<file path="src/hdl/rv_dm_pkg.sv">
////////////////////
// Shared encodings for the debug-enable gate and the NDM reset tracker
// Multi-bit life-cycle, OTP and register words plus their strict decoders
// Imported by wildcard wherever one of these types or functions is needed
////////////////////

`default_nettype none

package rv_dm_pkg;

  // Word widths
  localparam int LcTxWidth   = 4;
  localparam int Mubi8Width  = 8;
  localparam int Mubi32Width = 32;

  // Number of harts behind the debug module
  localparam int NrHarts = 2;

  // Life-cycle enable word
  typedef logic [LcTxWidth-1:0] lc_tx_t;
  localparam lc_tx_t LcTxOn  = 4'hA;
  localparam lc_tx_t LcTxOff = 4'h5;

  // OTP multi-bit boolean
  typedef logic [Mubi8Width-1:0] mubi8_t;
  localparam mubi8_t Mubi8True  = 8'h96;
  localparam mubi8_t Mubi8False = 8'h69;

  // Late-debug-enable register word
  typedef logic [Mubi32Width-1:0] mubi32_t;
  localparam mubi32_t Mubi32True  = 32'h9696_9696;
  localparam mubi32_t Mubi32False = 32'h6969_6969;

  // Strict decoders, any value other than the exact true code is false
  function automatic logic lc_tx_test_true(lc_tx_t val);
    return val == LcTxOn;
  endfunction

  function automatic logic mubi8_test_true(mubi8_t val);
    return val == Mubi8True;
  endfunction

  function automatic logic mubi32_test_true(mubi32_t val);
    return val == Mubi32True;
  endfunction

endpackage

`default_nettype wire
</file>
<file path="src/hdl/rv_dm_gate.sv">
////////////////////
// Debug-enable gate top level
// Synchronizes the life-cycle and OTP enables, holds the late-debug register,
// gates the debug core requests and tracks NDM reset completion
////////////////////

`default_nettype none

module rv_dm_gate
  import rv_dm_pkg::*;
(
  input  wire logic               clk_i,
  input  wire logic               rst_ni,
  // Life-cycle reset, asynchronous and active low
  input  wire logic               rst_lc_ni,
  // Enables from life cycle and OTP
  input  wire lc_tx_t             lc_hw_debug_en_i,
  input  wire lc_tx_t             lc_dft_en_i,
  input  wire mubi8_t             otp_dis_late_debug_i,
  // Late-debug register write port
  input  wire logic               late_debug_wr_valid_i,
  input  wire mubi32_t            late_debug_wr_data_i,
  input  wire logic               late_debug_wr_lock_i,
  output logic                    late_debug_wr_ready_o,
  output mubi32_t                 late_debug_en_o,
  // Debug core side
  input  wire logic               ndmreset_req_i,
  input  wire logic [NrHarts-1:0] debug_req_i,
  output logic                    ndmreset_req_o,
  output logic [NrHarts-1:0]      debug_req_o,
  output logic                    ndmreset_ack_o
);

  lc_tx_t  lc_hw_debug_en;
  lc_tx_t  lc_dft_en;
  mubi8_t  otp_dis_late_debug;
  mubi32_t late_debug_en;
  logic    lc_rst_asserted_async;
  logic    lc_rst_asserted;
  logic    reset_req_en;

  ////////////////////
  // Synchronizers
  ////////////////////

  rv_dm_sync #(
    .T         (lc_tx_t),
    .ResetValue(LcTxOff)
  ) u_sync_hw_debug (
    .clk_i,
    .rst_ni,
    .d_i   (lc_hw_debug_en_i),
    .q_o   (lc_hw_debug_en)
  );

  rv_dm_sync #(
    .T         (lc_tx_t),
    .ResetValue(LcTxOff)
  ) u_sync_dft (
    .clk_i,
    .rst_ni,
    .d_i   (lc_dft_en_i),
    .q_o   (lc_dft_en)
  );

  rv_dm_sync #(
    .T         (mubi8_t),
    .ResetValue(Mubi8False)
  ) u_sync_otp (
    .clk_i,
    .rst_ni,
    .d_i   (otp_dis_late_debug_i),
    .q_o   (otp_dis_late_debug)
  );

  // Flops held at 1 by the life-cycle reset, shifting in 0 once it releases
  rv_dm_sync #(
    .T         (logic),
    .ResetValue(1'b1)
  ) u_sync_lc_rst_async (
    .clk_i,
    .rst_ni(rst_lc_ni),
    .d_i   (1'b0),
    .q_o   (lc_rst_asserted_async)
  );

  // Reset status brought back under rst_ni
  rv_dm_sync #(
    .T         (logic),
    .ResetValue(1'b0)
  ) u_sync_lc_rst (
    .clk_i,
    .rst_ni,
    .d_i   (lc_rst_asserted_async),
    .q_o   (lc_rst_asserted)
  );

  ////////////////////
  // Register, control and tracking
  ////////////////////

  rv_dm_late_debug_reg u_late_debug_reg (
    .clk_i,
    .rst_ni,
    .wr_valid_i     (late_debug_wr_valid_i),
    .wr_data_i      (late_debug_wr_data_i),
    .wr_lock_i      (late_debug_wr_lock_i),
    .wr_ready_o     (late_debug_wr_ready_o),
    .late_debug_en_o(late_debug_en)
  );

  rv_dm_en_ctrl u_en_ctrl (
    .clk_i,
    .rst_ni,
    .lc_hw_debug_en_i    (lc_hw_debug_en),
    .lc_dft_en_i         (lc_dft_en),
    .otp_dis_late_debug_i(otp_dis_late_debug),
    .late_debug_en_i     (late_debug_en),
    .ndmreset_req_i,
    .debug_req_i,
    .ndmreset_req_o,
    .debug_req_o,
    .reset_req_en_o      (reset_req_en)
  );

  // Tracker sees the raw request, not the gated one
  rv_dm_ndm_tracker u_ndm_tracker (
    .clk_i,
    .rst_ni,
    .ndmreset_req_i,
    .lc_rst_asserted_i(lc_rst_asserted),
    .reset_req_en_i   (reset_req_en),
    .ndmreset_ack_o
  );

  assign late_debug_en_o = late_debug_en;

endmodule

`default_nettype wire

</file>
<file path="src/hdl/rv_dm_ndm_tracker.sv">
////////////////////
// NDM reset acknowledge tracking
// Waits for a request, a life-cycle reset seen during it,
// and then the release of both before acknowledging
////////////////////

`default_nettype none

module rv_dm_ndm_tracker (
  input  wire logic clk_i,
  input  wire logic rst_ni,
  // Raw NDM reset request from the debug core
  input  wire logic ndmreset_req_i,
  // Life-cycle reset status, synchronized to clk_i
  input  wire logic lc_rst_asserted_i,
  // Reset requests currently allowed
  input  wire logic reset_req_en_i,
  // Completion pulse back to the debug core
  output logic      ndmreset_ack_o
);

  logic ndmreset_pending_q;
  logic lc_rst_pending_q;
  logic ndmreset_ack;

  ////////////////////
  // Pending state
  ////////////////////

  always_ff @(posedge clk_i or negedge rst_ni) begin
    if (!rst_ni) begin
      ndmreset_pending_q <= 1'b0;
      lc_rst_pending_q   <= 1'b0;
    end else begin
      // New request only while idle
      if (ndmreset_req_i && !ndmreset_pending_q) begin
        ndmreset_pending_q <= 1'b1;
      end else if (ndmreset_ack) begin
        ndmreset_pending_q <= 1'b0;
      end
      // Only count a life-cycle reset seen during a pending request
      if (ndmreset_pending_q && lc_rst_asserted_i) begin
        lc_rst_pending_q <= 1'b1;
      end else if (ndmreset_ack) begin
        lc_rst_pending_q <= 1'b0;
      end
    end
  end

  ////////////////////
  // Acknowledge
  ////////////////////

  // Request done and reset released, while the gate is open
  assign ndmreset_ack = ndmreset_pending_q &
                        lc_rst_pending_q &
                        ~ndmreset_req_i &
                        ~lc_rst_asserted_i &
                        reset_req_en_i;

  assign ndmreset_ack_o = ndmreset_ack;

endmodule

`default_nettype wire

</file>
<file path="src/hdl/rv_dm_en_ctrl.sv">
////////////////////
// Enable selection and request gating
// Picks the debug or DFT life-cycle enable from the OTP and register words
// Registers the pick, then gates the NDM reset and per-hart debug requests
////////////////////

`default_nettype none

module rv_dm_en_ctrl
  import rv_dm_pkg::*;
(
  input  wire logic               clk_i,
  input  wire logic               rst_ni,
  // Synchronized enables
  input  wire lc_tx_t             lc_hw_debug_en_i,
  input  wire lc_tx_t             lc_dft_en_i,
  input  wire mubi8_t             otp_dis_late_debug_i,
  input  wire mubi32_t            late_debug_en_i,
  // Requests from the debug core
  input  wire logic               ndmreset_req_i,
  input  wire logic [NrHarts-1:0] debug_req_i,
  // Gated requests towards the chip
  output logic                    ndmreset_req_o,
  output logic [NrHarts-1:0]      debug_req_o,
  // Reset request enable for the tracker
  output logic                    reset_req_en_o
);

  logic               use_hw_debug;
  lc_tx_t             en_sel_d;
  lc_tx_t             en_sel_q;
  logic               reset_req_en;
  logic [NrHarts-1:0] debug_req_en;

  ////////////////////
  // Selection
  ////////////////////

  // Debug enable is honoured when OTP disables late debug
  // or software has opened the late-debug window
  assign use_hw_debug = mubi8_test_true(otp_dis_late_debug_i) |
                        mubi32_test_true(late_debug_en_i);

  assign en_sel_d = use_hw_debug ? lc_hw_debug_en_i : lc_dft_en_i;

  // Selected word is held as a multi-bit value until decode
  always_ff @(posedge clk_i or negedge rst_ni) begin
    if (!rst_ni) begin
      en_sel_q <= LcTxOff;
    end else begin
      en_sel_q <= en_sel_d;
    end
  end

  ////////////////////
  // Gating
  ////////////////////

  // Strict decode, near-miss codes stay off
  assign reset_req_en = lc_tx_test_true(en_sel_q);

  for (genvar h = 0; h < NrHarts; h++) begin : gen_hart_en
    assign debug_req_en[h] = lc_tx_test_true(en_sel_q);
  end

  // Requests pass in the same cycle under the registered enable
  assign ndmreset_req_o = ndmreset_req_i & reset_req_en;
  assign debug_req_o    = debug_req_i & debug_req_en;
  assign reset_req_en_o = reset_req_en;

endmodule

`default_nettype wire

</file>
<file path="src/hdl/rv_dm_late_debug_reg.sv">
////////////////////
// Late-debug-enable register with a sticky write lock
// Written over a valid/ready port, a write with wr_lock_i set locks it
// Once locked, ready stays low until the next rst_ni
////////////////////

`default_nettype none

module rv_dm_late_debug_reg
  import rv_dm_pkg::*;
(
  input  wire logic    clk_i,
  input  wire logic    rst_ni,
  // Write port
  input  wire logic    wr_valid_i,
  input  wire mubi32_t wr_data_i,
  input  wire logic    wr_lock_i,
  output logic         wr_ready_o,
  // Current register value
  output mubi32_t      late_debug_en_o
);

  mubi32_t value_q;
  logic    lock_q;
  logic    wr_fire;

  // Lock flag is the only source of back-pressure
  assign wr_ready_o = ~lock_q;
  assign wr_fire    = wr_valid_i & wr_ready_o;

  // Register starts out disabled so the DFT enable is selected
  always_ff @(posedge clk_i or negedge rst_ni) begin
    if (!rst_ni) begin
      value_q <= Mubi32False;
      lock_q  <= 1'b0;
    end else if (wr_fire) begin
      value_q <= wr_data_i;
      // Lock is sticky, only reset clears it
      if (wr_lock_i) begin
        lock_q <= 1'b1;
      end
    end
  end

  assign late_debug_en_o = value_q;

endmodule

`default_nettype wire

</file>
<file path="src/hdl/rv_dm_sync.sv">
////////////////////
// Two-flop synchronizer for any packed payload type
// Both stages reset asynchronously to ResetValue
// Output follows the input two rising clock edges later
////////////////////

`default_nettype none

module rv_dm_sync #(
  parameter type T          = logic,
  parameter T    ResetValue = T'(0)
) (
  input  wire logic clk_i,
  input  wire logic rst_ni,
  input  wire T     d_i,
  output T          q_o
);

  // First stage may go metastable on an asynchronous input
  T stage1_q;
  T stage2_q;

  always_ff @(posedge clk_i or negedge rst_ni) begin
    if (!rst_ni) begin
      stage1_q <= ResetValue;
      stage2_q <= ResetValue;
    end else begin
      stage1_q <= d_i;
      stage2_q <= stage1_q;
    end
  end

  assign q_o = stage2_q;

endmodule

`default_nettype wire

</file>
<file path="config.mk">
export PLATFORM = sky130hd
export DESIGN_NAME = rv_dm_gate
export DESIGN_NICKNAME = d
export VERILOG_FILES = /design/src/hdl/rv_dm_pkg.sv /design/src/hdl/rv_dm_gate.sv /design/src/hdl/rv_dm_ndm_tracker.sv /design/src/hdl/rv_dm_en_ctrl.sv /design/src/hdl/rv_dm_late_debug_reg.sv /design/src/hdl/rv_dm_sync.sv
export SDC_FILE = /design/constraint.sdc
export NUM_CORES = 1
export LEC_CHECK = 0
export BUFFER_PORTS_ARGS = -buffer_cell sky130_fd_sc_hd__buf_2
export CORE_MARGIN = 3
export CORE_UTILIZATION = 45
export CTS_BUF_LIST = sky130_fd_sc_hd__clkbuf_4 sky130_fd_sc_hd__clkbuf_8
export CTS_CLUSTER_SIZE = 16
export DETAILED_ROUTE_END_ITERATION = 10
export GPL_TIMING_DRIVEN = 0
export PLACE_DENSITY = 0.82
export SKIP_CTS_REPAIR_TIMING = 1
export SLEW_MARGIN = 15
export SYNTH_ARGS = -nofsm -noshare
export SYNTH_HDL_FRONTEND = slang
export SYNTH_SLANG_ARGS = --single-unit
</file>
<file path="constraint.sdc">
create_clock -name clk_i -period 1.7 [get_ports clk_i]
set_input_delay 0.34 -clock clk_i [delete_from_list [all_inputs] [get_ports clk_i]]
set_output_delay 0.34 -clock clk_i [all_outputs]
set_load 0.02 [all_outputs]
</file>
==> results.sh, run 1 <==
export IMPL_fin_crit_sh_pct=103.7
export IMPL_p_total_mw=3.587
export IMPL_hold_viol=0
export IMPL_wl_per_cell_um=14.54
export IMPL_rsz0062_at_grt="true"
export IMPL_violations="negative setup slack"
export IMPL_ff_latch_area_mm2=0.001922
export IMPL_p_leak_nw=1.641
export IMPL_clk_pin_slew_ns=0.07
export IMPL_synth_top_area_share_pct=37.81
export IMPL_fin_setup_tns_ns=-0.1844
export IMPL_internal_power_mw=2.792
export IMPL_hpwlAfterDp_um=3466
export IMPL_min_period_ns=1.763
export IMPL_cp_end_kind="output pin"
export IMPL_power_frac_seq_pct=54.3
export IMPL_setup_violations=4
export IMPL_switchingPower_mw=0.7951
export IMPL_arrival_ns=1.42
export IMPL_top_usage_layer="met2"
export IMPL_seq_area_frac_synth_pct=74.45
export IMPL_crit_chain="and4bb_2 -> and2_1 -> buf_6"
export IMPL_fin_ws_ns=-0.06260
export IMPL_synth_largest_area_cell="dfrtp_1"
export IMPL_ant_nets=0
export IMPL_maxCapViolCount=0
export IMPL_start_util_pct=48.38
export IMPL_powerDensity_mw_per_mm2=1052
export IMPL_vias=1524
export IMPL_cp_data_required_time_ns=1.36
export IMPL_worstSetupPathType="reg -> out"
export IMPL_grt_util_met1_pct=16.99
export IMPL_critPathMaxFanout=4
export IMPL_fin_skew_ns=0.008581
export IMPL_die_w_um=81.74
export IMPL_antenna_found_initial=0
export IMPL_drive_above_1_share_pct=73.33
export IMPL_clock_latency_ns=0.33
export IMPL_die_area_mm2=0.006681
export IMPL_grt_overflow=0
export IMPL_synth_cells=144
export IMPL_track_usage_pct=15.19
export IMPL_drtPass1Iterations=4
export IMPL_critPathLaunchType="flop"
export IMPL_use_met3_pct=3.070
export IMPL_grt_use_met2_pct=25.44
export IMPL_fp_row_count=26
export IMPL_h_tree_depth=3
export IMPL_critical_path_top_delay_family="flip-flops"
export IMPL_grt_pass1_vias=1550
export IMPL_multi_input_area_um2=628.1
export IMPL_cts_tree="done"
export IMPL_root_buffer="clkbuf_8"
export IMPL_crit_buf_inv=1
export IMPL_ys_seq_elements=75
export IMPL_critPathMaxStageDelay_ns=0.53
export IMPL_ys_warnings_count=0
export IMPL_slew_violations=0
export IMPL_avgSynthCellArea_um2=17.93
export IMPL_swShare_pct=22.17
export IMPL_final_cell_mix="buf_2 (87), dfrtp_1 (39), dfstp_2 (36)"
export IMPL_first_iter_violations=25
export IMPL_nets=306
export IMPL_synth_distinct_cells=18
export IMPL_ys_top_cells_by_area="dfrtp_1 (38%), dfstp_2 (37%), mux2_2 (13%), and4bb_2 (2.9%), mux2_1 (2.6%)"
export IMPL_clock_tree_buffer_depth=2
export IMPL_final_common_cell="buf_2"
export IMPL_hp_class="in -> reg"
export IMPL_core_mm2=0.005335
export IMPL_n_antenna_cell=0
export IMPL_syn_area_mm2=0.002581
export IMPL_numCtsBuffers=9
export IMPL_power_frac_clock_pct=38.6
export IMPL_clock_sinks=75
export IMPL_cp_slowest_cell="dfstp_2"
export IMPL_synthToLayoutAreaGrowth_pct=32.14
export IMPL_io_buffers=92
export IMPL_num_fill_cells=414
export IMPL_p_comb_share_pct=7.2
export IMPL_timing_fmax_ghz=0.5673
export IMPL_ir_worst_vdd_mv=0.7072
export IMPL_grt_max_degree=41
export IMPL_hold_ws_ns=0.1021
export IMPL_drt_total_wl_um=4726
export IMPL_detail_route_vias_per_cell=4.689
export IMPL_synthesis_nets=200
export IMPL_status="complete, but fails checks"
export IMPL_drcViolationCount=0
export IMPL_die_y_um=81.74
export IMPL_io_pins=93
export IMPL_grt_pass1_wl_um=7272
export IMPL_place_gp_congestion=0.7381
## metrics by stage
step,setup slack (ns),cells,cell area [um^2],utilization (%)
finish,-0.06260,325,3411,63.93
global route,-0.1423,325,3411,63.93
CTS,-0.1037,323,3363,63.04
detailed placement,0.1572,307,3152,59.08
global placement,-0.01484,306,3129,58.65
floorplan,0.2631,144,2581,-
## worst paths after layout
| check | cells past startpoint | end | startpoint | slack (ns) |
|---|---|---|---|---|
| setup / recovery | 3 | debug_req_o[1] | u_en_ctrl.en_sel_q[0] | -0.06 |
| hold / removal | 1 | u_sync_otp.stage1_q[0] | otp_dis_late_debug_i[0] | 0.10 |
| setup reg to reg | 4 | u_en_ctrl.en_sel_q[3] | u_late_debug_reg.late_debug_en_o[14] | 0.17 |
| hold reg to reg | 0 | u_sync_hw_debug.q_o[3] | u_sync_hw_debug.stage1_q[3] | 0.35 |
| max in group asynchronous | 3 | u_late_debug_reg.late_debug_en_o[0] | rst_ni | 0.62 |
| min in group asynchronous | 2 | u_sync_dft.q_o[1] | rst_ni | 0.48 |
## routing by layer
layer / vias up / wire (um)
met3: 14 / 256
met5: - / 0
met2: 55 / 2488
met1: 740 / 1818
met4: 0 / 163
li1: 715 / -
## power by group through the flow
stage	combinational (mW)	clock, mW	sequential (mW)
floorplan	0.0534	0	2.02
global placement	0.242	0	1.97
detailed placement	0.255	0	1.98
CTS	0.257	1.44	1.95
global route	0.282	1.53	1.96
finish	0.257	1.38	1.95
## logic make-up (layout without fill, tap and decap cells)
group | after synthesis | after routing | share of synthesized area [%]
flops | 75 | 75 | 74.45
mux | 36 | 36 | 15.70
simple gates | 24 | 24 | 7.708
buf+inv | 6 | 117 | 1.309
compound gates | 2 | 2 | 0.6787
other cells | 1 | 1 | 0.1453
## layout make-up
cell class | instances | share of cell area [%]
buffer | 4 | 0.7704
clock buffer | 11 | 4.439
clock inverter | 5 | 1.761
inverter | 2 | 0.2201
multi-input combinational | 63 | 18.42
sequential | 75 | 56.35
tap | 70 | 2.568
timing repair buffer | 95 | 15.48
## state kept, by name (all words and copies together) (netlist names)
signal and flops:
u_sync_lc_rst_async.q_o 1, u_sync_lc_rst_async.stage1_q 1, u_sync_hw_debug.q_o 4, u_en_ctrl.en_sel_q 4, u_late_debug_reg.late_debug_en_o 32, u_sync_otp.stage1_q 8, u_late_debug_reg.lock_q 1, u_sync_otp.q_o 8
u_sync_dft.q_o 4, u_sync_lc_rst.q_o 1, u_sync_lc_rst.stage1_q 1, u_sync_dft.stage1_q 4, u_sync_hw_debug.stage1_q 4, u_ndm_tracker.lc_rst_pending_q 1, u_ndm_tracker.ndmreset_pending_q 1
## cell usage after synthesis
cell type  count
and2_1         3
buf_4          3
inv_1          2
and4bb_2       6
nor2b_1        1
nand4_1        3
and4bb_1       3
clkbuf_1       1
conb_1         1
mux2_2        30
mux2_1         6
o21ai_2        1
nor2_1         3
nor4bb_1       2
dfrtp_1       39
a22o_1         1
dfstp_2       36
nand2_1        3
Note: power is estimated with default switching activity, not from simulation.
==> inputs of run 2 (changes only) <==
--- a/config.mk
+++ b/config.mk
@@ -12,6 +12,7 @@
 export CTS_CLUSTER_SIZE = 16
 export DETAILED_ROUTE_END_ITERATION = 10
 export GPL_TIMING_DRIVEN = 0
+export MAX_ROUTING_LAYER = met4
 export PLACE_DENSITY = 0.82
 export SKIP_CTS_REPAIR_TIMING = 1
 export SLEW_MARGIN = 15
==> run 2 against run 1 <==
  * Via count is 0.20% higher
  * Global-route usage grew 0.42 points
  * Clock-buffer cell count unchanged
  * Hold slack got worse by 0.0045 ns
  * The run still ends with negative setup slack left
  * Cell count unchanged
  * Highest routed layer unchanged
  * First-iteration DRC count down 20%
  * Clock power about the same
==> results.sh, run 2 (same netlist as run 1, synthesis figures left out) <==
export IMPL_io_buffers=92
export IMPL_nets=306
export IMPL_detail_route_vias_per_cell=4.698
export IMPL_layout_cells_non_filler=325
export IMPL_critPathMaxStageDelay_ns=0.53
export IMPL_grt_overflow=0
export IMPL_cp_slowest_cell="dfstp_2"
export IMPL_setup_violations=4
export IMPL_fp_row_count=26
export IMPL_cp_data_required_time_ns=1.36
export IMPL_timing_fmax_ghz=0.5662
export IMPL_crit_cells=3
export IMPL_h_tree_depth=3
export IMPL_status="complete, but fails checks"
export IMPL_root_buffer="clkbuf_8"
export IMPL_violations="negative setup slack"
export IMPL_fin_ws_ns=-0.06630
export IMPL_arrival_ns=1.43
export IMPL_hold_viol=0
export IMPL_min_period_ns=1.766
export IMPL_final_common_cell="buf_2"
export IMPL_rrSetupSlack_ns=0.17
export IMPL_n_antenna_cell=0
export IMPL_cp_end_kind="output pin"
export IMPL_grt_max_degree=41
export IMPL_clock_sinks=75
export IMPL_place_gp_congestion=0.7472
export IMPL_fin_crit_sh_pct=103.9
export IMPL_internal_power_mw=2.792
export IMPL_fin_skew_ns=0.008504
export IMPL_critical_path_top_delay_family="flip-flops"
export IMPL_powerDensity_mw_per_mm2=1053
export IMPL_final_cell_mix="buf_2 (87), dfrtp_1 (39), dfstp_2 (36)"
export IMPL_fin_setup_tns_ns=-0.2013
export IMPL_die_area_mm2=0.006681
export IMPL_critPathMaxFanout=4
export IMPL_track_usage_pct=15.61
export IMPL_min_path_cells=1
export IMPL_crit_chain="and4bb_2 -> and2_1 -> buf_6"
export IMPL_largest_register_ffs=32
export IMPL_hp_class="in -> reg"
export IMPL_slew_violations=0
export IMPL_vias=1527
export IMPL_antenna_found_initial=0
export IMPL_drt_total_wl_um=4745
export IMPL_p_comb_share_pct=7.2
export IMPL_num_fill_cells=414
export IMPL_cts_tree="done"
export IMPL_core_mm2=0.005335
export IMPL_rr_worst_depth=4
export IMPL_hold_ws_ns=0.09755
export IMPL_clock_latency_ns=0.33
export IMPL_synthToLayoutAreaGrowth_pct=32.14
export IMPL_grt_pass1_vias=1556
export IMPL_placedCellCount=307
export IMPL_switchingPower_mw=0.8005
export IMPL_crit_buf_inv=1
export IMPL_clock_tree_buffer_depth=2
export IMPL_drcViolationCount=0
export IMPL_power_frac_clock_pct=38.7
export IMPL_die_w_um=81.74
export IMPL_io_pins=93
export IMPL_worstSetupPathType="reg -> out"
export IMPL_numCtsBuffers=9
export IMPL_maxCapViolCount=0
export IMPL_p_leak_nw=1.641
export IMPL_drtPass1Iterations=4
export IMPL_rsz0062_at_grt="true"
export IMPL_swShare_pct=22.29
export IMPL_grt_pass1_wl_um=7258
export IMPL_drive_above_1_share_pct=73.33
export IMPL_die_y_um=81.74
export IMPL_hpwlAfterDp_um=3466
export IMPL_clk_pin_slew_ns=0.07
export IMPL_wl_per_cell_um=14.60
export IMPL_power_frac_seq_pct=54.2
export IMPL_ir_worst_vdd_mv=0.7173
export IMPL_critPathLaunchType="flop"
export IMPL_start_util_pct=48.38
export IMPL_ant_nets=0
export IMPL_first_iter_violations=20
==> run 2: cell counts in the layout (fill, tap and decap cells not counted) <==
No cell type changed its count.
==> run 2: through the flow <==
stage	power (mW)	worst slack [ns]	cell area (um^2)	util, %
global route	3.768	-0.1407	3411	63.93
global placement	2.214	-0.01484	3129	58.65
floorplan	2.073	0.2631	2581	-
CTS	3.640	-0.1037	3363	63.04
finish	3.592	-0.06630	3411	63.93
detailed placement	2.233	0.1572	3152	59.08
==> run 2: path summary, 6_finish.rpt <==
check	from	to
max in group asynchronous	rst_ni	u_late_debug_reg.late_debug_en_o[0]
hold / removal	otp_dis_late_debug_i[5]	u_sync_otp.stage1_q[5]
min in group asynchronous	rst_ni	u_sync_dft.q_o[1]
hold reg to reg	u_sync_hw_debug.stage1_q[3]	u_sync_hw_debug.q_o[3]
setup / recovery	u_en_ctrl.en_sel_q[0]	debug_req_o[1]
setup reg to reg	u_late_debug_reg.late_debug_en_o[14]	u_en_ctrl.en_sel_q[3]
==> run 2: routing by layer <==
layer  vias up  global-route usage [%]  part of all wire, %
met4         0                   11.79                  3.4
met2        56                   25.28                   52
met5         -                       -                    0
met1       741                   16.91                   39
met3        14                   3.070                  5.4
li1        716                       -                    -
==> run 2: final cells by class <==
| cell class | instances | area (um^2) | area share [%] |
|---|---|---|---|
| buffer | 4 | 26.28 | 0.7704 |
| clock buffer | 11 | 151.4 | 4.439 |
| clock inverter | 5 | 60.06 | 1.761 |
| inverter | 2 | 7.507 | 0.2201 |
| multi-input combinational | 63 | 628.1 | 18.42 |
| sequential | 75 | 1922 | 56.35 |
| tap | 70 | 87.58 | 2.568 |
| timing repair buffer | 95 | 528.0 | 15.48 |
==> run 2: power groups by stage <==
stage	logic (mW)	clock network, mW	registers (mW)
2_1_floorplan	0.0534	0	2.02
3_3_place_gp	0.242	0	1.97
3_5_place_dp	0.255	0	1.98
4_1_cts	0.257	1.44	1.95
5_1_grt	0.282	1.53	1.96
6_report	0.257	1.39	1.95
